## config.mk

```make
export PLATFORM = sky130hd
export DESIGN_NAME = port_wr_sram_matcher
export DESIGN_NICKNAME = d
export VERILOG_FILES = /design/src/source/hydra_pkg.sv /design/src/source/port_wr_sram_matcher.sv
export VERILOG_INCLUDE_DIRS = /design/src /design/src/source
export SDC_FILE = /design/constraint.sdc
export NUM_CORES = 1
export LEC_CHECK = 0
export ABC_AREA = 1
export BUFFER_PORTS_ARGS = -buffer_cell sky130_fd_sc_hd__buf_4
export CAP_MARGIN = 20
export CORE_AREA = 2 2 154 156
export DETAILED_ROUTE_END_ITERATION = 10
export DIE_AREA = 0 0 156 158
export PLACE_DENSITY = 0.75
export SYNTH_ARGS = -nofsm -noshare
export SYNTH_HDL_FRONTEND = slang
export SYNTH_SLANG_ARGS = --single-unit
```

## constraint.sdc

```tcl
create_clock -name clk -period 3.7 [get_ports clk]
set_clock_uncertainty 0.15 [all_clocks]
set_input_delay 0 -clock clk [delete_from_list [all_inputs] [get_ports clk]]
set_output_delay 0 -clock clk [all_outputs]
set_load 0.05 [all_outputs]
```

## src/source/hydra_cfg.svh

```systemverilog
`ifndef HYDRA_CFG_SVH
`define HYDRA_CFG_SVH

// Ingress ports and shared SRAM banks
`define HYDRA_PORTS 4
`define HYDRA_BANKS 8

// Words per bank
`define HYDRA_BANK_WORDS 256

// Per-port ingress FIFO depth in words
`define HYDRA_FIFO_DEPTH 64

// Fill level that raises almost_full
`define HYDRA_AFULL_LEVEL 48

`endif
```

## src/source/hydra_pkg.sv

```systemverilog
package hydra_pkg;

    typedef logic [15:0] word_t;
    typedef logic [1:0] port_idx_t;
    typedef logic [2:0] bank_idx_t;
    typedef logic [8:0] pkt_len_t;   // Header bits 15 to 7
    typedef logic [8:0] space_t;     // Holds a full bank of 256 words
    typedef logic [7:0] bank_addr_t;
    typedef logic [8:0] pkt_cnt_t;
    typedef logic [4:0] thresh_t;

    typedef enum logic [1:0] {
        MATCH_FIRST_FIT,
        MATCH_MOST_FREE,
        MATCH_FEWEST_DEST
    } match_mode_t;

    typedef enum logic [1:0] {
        FE_IDLE,
        FE_MATCH,
        FE_XFER
    } fe_state_t;

    typedef enum logic [1:0] {
        SC_IDLE,
        SC_SCAN,
        SC_REQ
    } scan_state_t;

endpackage

```

## src/source/port_wr_sram_matcher.sv

```systemverilog
`include "hydra_cfg.svh"

module port_wr_sram_matcher (
    input logic clk,
    input logic rst_n,
    input hydra_pkg::match_mode_t match_mode,
    input hydra_pkg::thresh_t match_threshold,
    input logic match_enable,
    input hydra_pkg::port_idx_t new_dest_port,
    input hydra_pkg::pkt_len_t new_length,
    input hydra_pkg::space_t free_space [`HYDRA_BANKS],
    input logic [`HYDRA_BANKS-1:0] busy,
    input hydra_pkg::pkt_cnt_t dest_cnt [`HYDRA_BANKS][`HYDRA_PORTS],
    output logic req,
    output hydra_pkg::bank_idx_t req_bank,
    input logic gnt,
    output logic match_end
);
    import hydra_pkg::*;

    scan_state_t state;
    bank_idx_t matching_next_sram;
    bank_idx_t matching_best_sram;
    logic found, eligible, mode_better, take;
    space_t cur_free;
    pkt_cnt_t cur_cnt;
    logic [9:0] margin;

    assign cur_free = free_space[matching_next_sram];
    assign cur_cnt = dest_cnt[matching_next_sram][new_dest_port];
    assign margin = {1'b0, cur_free} - {1'b0, new_length};   // Bit 9 flags a packet that does not fit

    assign eligible = !busy[matching_next_sram] && !margin[9]
                      && margin[8:0] >= {4'd0, match_threshold};

    // Strict compares keep ties on the lower bank, since banks are visited in order
    always_comb begin
        case (match_mode)
            MATCH_MOST_FREE: mode_better = cur_free > free_space[matching_best_sram];
            MATCH_FEWEST_DEST: mode_better = cur_cnt < dest_cnt[matching_best_sram][new_dest_port];
            default: mode_better = 1'b0;
        endcase
    end

    assign take = (state == SC_SCAN) && eligible && (!found || mode_better);

    assign req = (state == SC_REQ) && found;
    assign req_bank = matching_best_sram;
    assign match_end = req && gnt;

    always_ff @(posedge clk) begin
        if (!rst_n) begin
            state <= SC_IDLE;
            found <= 1'b0;
            matching_next_sram <= '0;
        end else begin
            case (state)
                SC_IDLE: begin
                    found <= 1'b0;
                    matching_next_sram <= '0;
                    if (match_enable) state <= SC_SCAN;
                end
                SC_SCAN: begin
                    if (take) found <= 1'b1;
                    if (matching_next_sram == bank_idx_t'(`HYDRA_BANKS - 1)) begin
                        matching_next_sram <= '0;
                        state <= SC_REQ;
                    end else begin
                        matching_next_sram <= matching_next_sram + 1'b1;
                    end
                end
                SC_REQ: begin
                    found <= 1'b0;
                    state <= match_end ? SC_IDLE : SC_SCAN;   // Lost or empty scan goes again
                end
                default: state <= SC_IDLE;
            endcase
        end
    end

    always_ff @(posedge clk) begin
        if (take) begin
            matching_best_sram <= matching_next_sram;
        end
    end

endmodule

```

# Word-level counts from Yosys, hierarchy flattened
# Cells that the tools add are included.
# word_totals
regBits	9
out_inout_bits	5
wordCells	69
# classes
add_sub_neg	2
magnitude_cmp	7
eq_ne	8
mux	29
bitwise_logic	3
reduce_logical	16
# ops
op	n
$bmux W36 S3	2
$mux W36	4
$mux W9	8
$bmux W9 S3	2
$bmux W9 S2	2
$sub A9 B9 Y10	1
$ge A9 B5 Y1	1
$gt A9 B9 Y1	1
$lt A9 B9 Y1	1
$ge A4 B4 Y1 const B	2
$not A3 Y4	2
$logic_and A1 B1 Y1	6
$pmux W2 S3	1
$pmux W3 S2	1
$eq A2 B1 Y1 const B	2
$eq A2 B2 Y1 const B	2
$lt A3 B4 Y1 const B	1
$mux W2	2
$ne A2 B2 Y1 const B	2
$pmux W1 S2	2
$reduce_and A2 Y1	2
$reduce_bool A2 Y1	2
$add A3 B1 Y3 const B	1
$bmux W1 S3	1
other kinds (10)	14

# Logic depth before layout (Yosys ltp)
# Gate-level depths: netlist of the first run.
# depth
ltp_word	13
ltp_mapped	24
ltp_nobuf	22

# Worst setup path before layout of the first run
# No wires, ideal clock.
# synth_path
path_type	register -> register
from	reg matching_next_sram[1]
to	reg matching_best_sram[0] (netlist: req_bank[0]) (enable)
arrival_time_ns	3.280
setup_slack_ns	-0.030
stages_incl_launch_ff	23
n_path_buf	3
cell_sequence	dfxtp_1 -> buf_2 -> clkbuf_1 -> clkbuf_1 -> o211ai_1 -> nand3_1 -> o21ai_0 -> ha_1 -> fa_1 -> xnor2_1 -> ha_1 -> nand2_1 -> o21ai_0 -> nand2_1 -> nand3b_1 -> nand2_1 -> nand2_1 -> nor2_1 -> nand4_1 -> nand2_1 -> nor2_1 -> nand2_1 -> inv_1
# synth_between
elab_chain_len	11
word_cells_on_any_way	24
classes_between	1 x add/sub; 3 x order compare; 12 x mux; 1 x bitwise; 7 x reduce/logical
# synth_rtl
item	line	source
from (decl)	port_wr_sram_matcher.sv:22	bank_idx_t matching_next_sram;
from (signal assigned)	port_wr_sram_matcher.sv:69	matching_next_sram <= matching_next_sram + 1'b1;
parallel branches: the longest is 10 deep, another holds $sub A9 B9 Y10	n/a	
$logic_and A1 B1 Y1 (*)	port_wr_sram_matcher.sv:45	assign take = (state == SC_SCAN) && eligible && (!found || mode_better);
named net take	port_wr_sram_matcher.sv:24	logic found, eligible, mode_better, take;
to (signal assigned)	port_wr_sram_matcher.sv:83	matching_best_sram <= matching_next_sram;
to (decl)	port_wr_sram_matcher.sv:23	bank_idx_t matching_best_sram;
# Mark *: on every way through the listed nets, which the timed path passes. The select of a mux whose other input is x is not followed.
# A chain may end at the register's enable or synchronous reset.

# Worst setup path after layout of the first run
# layout_path
from	reg matching_best_sram[1] (netlist: req_bank[1])
to	reg matching_best_sram[2] (netlist: req_bank[2]) (enable)
# layout_between
elab_chain_len	11
word_cells_on_any_way	15
classes_between	2 x order compare; 10 x mux; 1 x bitwise; 2 x reduce/logical
# layout_rtl
item	line	source
$not A3 Y4 (implied by the code) (*)	port_wr_sram_matcher.sv:39, port_wr_sram_matcher.sv:40	
$bmux W36 S3	port_wr_sram_matcher.sv:40	MATCH_FEWEST_DEST: mode_better = cur_cnt < dest_cnt[matching_best_sram][new_dest_port];
$mux W36 (implied by the code) (2 in a row)	port_wr_sram_matcher.sv:40	
$bmux W9 S2	port_wr_sram_matcher.sv:40	
$mux W9 (implied by the code) (2 in a row)	port_wr_sram_matcher.sv:40	
$lt A9 B9 Y1	port_wr_sram_matcher.sv:40	
$pmux W1 S2 (*)	port_wr_sram_matcher.sv:38	case (match_mode)
$logic_or A1 B1 Y1 (*)	port_wr_sram_matcher.sv:45	
$logic_and A1 B1 Y1 (*)	port_wr_sram_matcher.sv:45	
named net take	port_wr_sram_matcher.sv:24	
# The timed path passes the listed nets; every way through them passes the cells marked *. The select of a mux whose other input is x is not followed.

==> key figures, run 1 <==
Pwr
  • Power density over the cells: 158 nW/um2
  • Pleak: between 4 and 5 nW
  • Peak supply drop: a little over 0.1 mV

Finish
  • Area growth, synth to finish: 44.2%
  • Final #Nets: 2193
  • Final core utilization: 47.8%
  • Fraction of layout cells with a size suffix above 1: around 26%
  • Final instance area: 11000 um2

Worst setup path
  • Critical Path Fanout Max: 44
  • WS Path Type: reg -> reg
  • CP arrival: 3270 ps
  • CP Data Required Time: around 3500 ps
  • Setup crit end kind: flop
  • Setup crit start kind: flop

Global routing
  • Vias in the first global route: around 12000
  • First-pass GRT wire length: approximately 66000 um
  • Total GRT Usage: 33.7%
  • Largest net degree at the start of global routing: a little over 90
  • Gr ovfl total: 0
  • Initial antenna violation count: 2

Logic synthesis
  • Seq/Total Area, Yosys: 2.75%
  • Post-synthesis mux area share: 0%
  • Synth Instances: 1466
  • Adder-Cell Fraction of Synth Area: 6.00%
  • Cell taking the most area after synthesis: o21ai_0
  • Largest family of logic cells by synthesized area: compound AO/OA/AOI/OAI gates
  • Largest cells by area after synthesis: o21ai_0 22%, nor2_1 15%, o221ai_1 11%
  • Post-Synth XOR/XNOR Area: less than 1%
  • Mapped Nets: ~1900
  • Synth Area in Simple Gates: 30.2%
  • Post-Syn Area: between 7000 and 8000 um2
  • Library cells used by synthesis: 32
  • Syn avg cell area: 5.21 um2
  • Synth Register Bits: 9
  • Compound-Gate Fraction of Synth Area: 48.0%
  • Post-synth top area share: about 22%
  • Synth warn: 0

Clock tree
  • Clock Path Buffers: 2
  • CTS tree: yes
  • Num CTS Buffers: 3
  • Reg clk slew, reported paths: roughly 40 ps
  • CTS root buf: clkbuf_16
  • Clk Latency, worst-skew pair: ~240 ps
  • CTS Sinks: 9
  • H-tree Lvls: 1

Place
  • Setup Slack @ Placement: 206 ps
  • Placed inst area: around 11000 um2
  • Port bufs: 394
  • Gpl congestion: 0.974
  • DP HPWL: between 30000 and 40000 um

STA
  • Final Hold Viols: 0
  • Final setup vio count: 0
  • Hold Slack: 150 ps
  • Min Tclk post-route: 3470 ps
  • Setup TNS: 0 ps
  • Pins Over Slew Limit: 0
  • Fin crit share: 93.8%
  • Max transition margin: 53.6%
  • RSZ-0062 raised after global routing: no
  • Final WS setup: ~230 ps
  • Max Fclk: 288 MHz
  • Actual slew at the worst max-slew pin: 695 ps

Outcome
  • Outcome: completed

Floorplanning
  • Chip Height: 158 um
  • Core box area: 23100 um2
  • # rows: 56
  • Die width: between 150 and 200 um
  • Die area: 24600 um2
  • Initial Utilization: 33.1%
  • IO Count: ~400

Routing
  • Post-DRT Antenna Nets: 0
  • WL/cell: 21.8 um
  • Pre-Repair DR Iteration Count: 5
  • Via density: 6.17
  • Drt drc: 0
  • Vias: 12700
  • Drt total wl: 44900 um
  • DRT iter0 DRCs: 1647

Flow run
  • Max_cap viols: 0

Min path
  • HP Class: in -> reg
==> flip-flops by register name, summed over array words and instances, names as in the netlist <==
name                cells
req_bank                3
found                   1
matching_next_sram      3
state                   2
==> layer usage <==
layer	vias to the layer above	global-route usage (%)	share of wire, %
li1	5869	-	-
met1	5706	42.2	37
met2	962	56.3	46
met3	151	5.42	12
met4	2	16.6	5.5
met5	-	0	0.033
==> stage by stage <==
stage	total power, mW	std cells
finish	1.74	2057
detailed placement	1.48	2043
global placement	1.46	2043
global route	1.87	2057
floorplan	0.848	1466
CTS	1.68	2050
==> cell usage in the layout (no fill, tap or decap), types with 3 or more instances in the layout <==
cell / instances
nand2_1: 167
nand3_1: 90
nor3_1: 5
o221ai_1: 98
buf_12: 13
nor2_1: 311
buf_4: 420
inv_1: 59
ha_1: 34
clkbuf_16: 7
dlygate4sd3_1: 3
nand4_1: 5
o21ai_0: 339
a32oi_1: 6
edfxtp_1: 3
o22ai_1: 24
a31oi_1: 26
xor2_1: 4
inv_2: 5
o211ai_1: 15
a32o_1: 11
dfxtp_1: 3
o21ai_1: 29
a21oi_1: 69
==> report_power, final <==
part	internal [mW]	switching, mW
Combinational	0.632	0.790
Sequential	0.107	0.00848
Clock	0.145	0.0544
==> worst paths after layout <==
path / to / slack, ps / cells after the start / startpoint
worst min-delay path: found$_SDFFE_PN0P_ / 150 / 7 / match_mode[1]
worst min register to register: found$_SDFFE_PN0P_ / 370 / 2 / state[0]$_SDFFE_PN0P_
worst max register to register: req_bank[2]$_DFFE_PP_ / 230 / 16 / req_bank[1]$_DFFE_PP_
worst max-delay path: req_bank[2]$_DFFE_PP_ / 230 / 16 / req_bank[1]$_DFFE_PP_
==> cell usage after synthesis <==
cell type,n
a21oi_1,70
a31oi_1,26
a32o_1,11
a32oi_1,6
buf_1,5
buf_2,58
buf_4,9
buf_6,5
clkbuf_1,70
clkinv_1,1
dfxtp_1,6
edfxtp_1,3
fa_1,1
ha_1,35
inv_1,61
inv_2,6
nand2_1,167
nand3_1,90
nand3b_1,1
nand4_1,5
nor2_1,311
nor3_1,5
o211ai_1,15
o21a_1,1
o21ai_0,340
o21ai_1,29
o21bai_1,1
o221ai_1,98
o22ai_1,24
o311ai_1,1
xnor2_1,1
xor2_1,4
==> timing repair <==
action	CTS	global route
hold buffers	3	0
hold endpoints to repair	6	0
resized for setup	0	10
setup buffers	0	2
setup endpoints to repair	0	3
==> kinds of logic after synthesis <==
group           count (synthesis)
fa+ha+maj                      36
simple gates                  579
buf+inv                       215
xor+xnor                        5
compound gates                622
flops                           9
==> final cells by class <==
class                      instances  area [um2]
fill                            2460       12000
multi-input combinational       1242        6490
timing repair buffer             443        3590
tap                              290         363
inverter                          68         268
sequential                         9         219
clock buffer                       4        78.8
antenna                            1        2.50
==> critical path, cell delays in order (launching register included) <==
cell and delay [ps]:
edfxtp_1 460, buf_12 230, buf_12 250, o21ai_0 120
o221ai_1 230, nand3_1 210, a32o_1 330, ha_1 340
a21oi_1 190, o211ai_1 110, nor2_1 90, nand2_1 80
nand2_1 90, nand2_1 60, nand2_1 50, nand2_1 60
inv_1 120
No activity file was read; power rests on OpenSTA's default activity.
==> run 2, diff against run 1 <==
--- a/config.mk
+++ b/config.mk
@@ -10,6 +10,7 @@
 export BUFFER_PORTS_ARGS = -buffer_cell sky130_fd_sc_hd__buf_4
 export CAP_MARGIN = 20
 export CORE_AREA = 2 2 154 156
+export CTS_BUF_LIST = sky130_fd_sc_hd__clkbuf_16
 export DETAILED_ROUTE_END_ITERATION = 10
 export DIE_AREA = 0 0 156 158
 export PLACE_DENSITY = 0.75
==> key figures, run 2 (synthesis gave the netlist of run 1 again) <==
Routing
  • DRT iter0 DRCs: 1603
  • Vias: 12800
  • Pre-Repair DR Iteration Count: 6
  • Via density: about 6.2
  • WL/cell: 21.8 um
  • Post-DRT Antenna Nets: 0
  • Drt drc: 0
  • Drt total wl: 44800 um

Outcome
  • Outcome: completed

STA
  • Fin crit share: 93.3%
  • Pins Over Slew Limit: 0
  • Max Fclk: 290 MHz
  • Setup TNS: 0 ps
  • Final Hold Viols: 0
  • Max transition margin: 53.4%
  • Actual slew at the worst max-slew pin: 698 ps
  • Final setup vio count: 0
  • RSZ-0062 raised after global routing: no
  • Min Tclk post-route: 3450 ps
  • Final WS setup: about 250 ps

Global routing
  • Initial antenna violation count: 2
  • Vias in the first global route: 11800
  • Largest net degree at the start of global routing: 92
  • Total GRT Usage: between 30% and 40%
  • Gr ovfl total: 0
  • First-pass GRT wire length: 66000 um

Finish
  • Commonest non-fill, non-tap cells in the layout: 420 x buf_4, 339 x o21ai_0, 311 x nor2_1
  • Final #Nets: 2193
  • Fraction of layout cells with a size suffix above 1: 25.9%
  • FILL cells: 2460
  • Multi-input logic area: 6490 um2
  • Final core utilization: 47.8%
  • Area growth, synth to finish: 44.2%
  • Final instance area: between 10000 and 15000 um2
  • FF/Latch Area: around 220 um2
  • Most common cell after layout, fill and taps aside: buf_4

Min path
  • HP Class: in -> reg
  • Hold path depth: 7

Worst setup path
  • WS Path Type: reg -> reg
  • CP Data Required Time: ~3500 ps
  • Critical Path Fanout Max: 51
  • CP arrival: between 3000 and 4000 ps
  • Setup crit end kind: flop
  • Setup crit start kind: flop
  • Worst R2R Path Depth: 19

Flow run
  • Max_cap viols: 0

Place
  • Gpl congestion: 0.974
  • DP HPWL: approximately 33000 um
  • Setup Slack @ Placement: 206 ps
  • Port bufs: 394
  • Placed inst area: 10800 um2

Floorplanning
  • Die area: 24600 um2
  • Core box area: 23100 um2
  • Die width: 156 um
  • # rows: 56
  • Chip Height: approximately 160 um
  • IO Count: 395
  • Initial Utilization: 33.1%

Clock tree
  • H-tree Lvls: 1
  • CTS tree: yes
  • Reg clk slew, reported paths: 40 ps
  • Num CTS Buffers: 3
  • Clk Latency, worst-skew pair: 240 ps
  • CTS Sinks: 9
  • Clock Path Buffers: 2
  • CTS root buf: clkbuf_16

Pwr
  • Power density over the cells: 157 nW/um2
  • Peak supply drop: 0.102 mV
  • Total chip power: 1.73 mW
  • Pleak: 4.94 nW
run 2: cell types whose count changed in the layout (fill, tap and decap cells not counted), sizes merged:
cell / delta
clkbuf: -1
inv: +1
run 2: worst max-delay path, cell delays in order, from the launching register on:
cell      delay, ps
edfxtp_1        520
inv_6           210
buf_12          250
nor2_1           70
o22ai_1         190
nor2_1           70
nor2_1           90
o21ai_0         100
a32o_1          270
ha_1            310
a21oi_1         140
o21a_1          140
o211ai_1         80
nor2_1           90
nand2_1          80
nand2_1          90
nand2_1          60
nand2_1          50
nand2_1          60
inv_1           120
run 2: per-stage QoR:
step,hold WS [ps],cells
2_1_floorplan,-11.6,1466
3_3_place_gp,143,2043
3_5_place_dp,139,2043
4_1_cts,147,2050
5_1_grt,191,2057
6_report,150,2057
run 2: timing repair:
| item | 4_1_cts | 5_1_grt |
|---|---|---|
| hold buffers | 3 | 0 |
| resized for setup | 0 | 10 |
| hold endpoints to repair | 6 | 0 |
| endpoints found under the setup margin | 0 | 3 |
| setup buffers | 0 | 2 |
run 2: path summary, 6_finish.rpt:
kind                                            start                    end  slack (ps)
worst min-delay path                    match_mode[1]     found$_SDFFE_PN0P_         150
worst min register to register  state[0]$_SDFFE_PN0P_     found$_SDFFE_PN0P_         360
worst max-delay path            req_bank[0]$_DFFE_PP_  req_bank[2]$_DFFE_PP_         250
worst max register to register  req_bank[0]$_DFFE_PP_  req_bank[2]$_DFFE_PP_         250
run 2: area by class of cell:
| class | instances | share of cell area [%] |
|---|---|---|
| clock inverter | 1 | 0.0341 |
| timing repair buffer | 443 | 32.6 |
| antenna | 1 | 0.0227 |
| sequential | 9 | 1.99 |
| tap | 290 | 3.30 |
| inverter | 68 | 2.43 |
| clock buffer | 3 | 0.682 |
| multi-input combinational | 1242 | 58.9 |
run 2: metal layers:
layer	vias to the layer above	GRT usage (%)	part of all wire, %
met3	170	5.47	11
li1	5867	-	-
met2	960	56.3	46
met4	2	16.6	5.7
met1	5760	42.1	37
met5	-	0	0.033
run 2: power breakdown:
group | internal [mW] | switching, mW | leakage, nW
logic | 0.632 | 0.789 | 4.82
clock network | 0.142 | 0.0526 | 0.0423
registers | 0.107 | 0.00835 | 0.0789
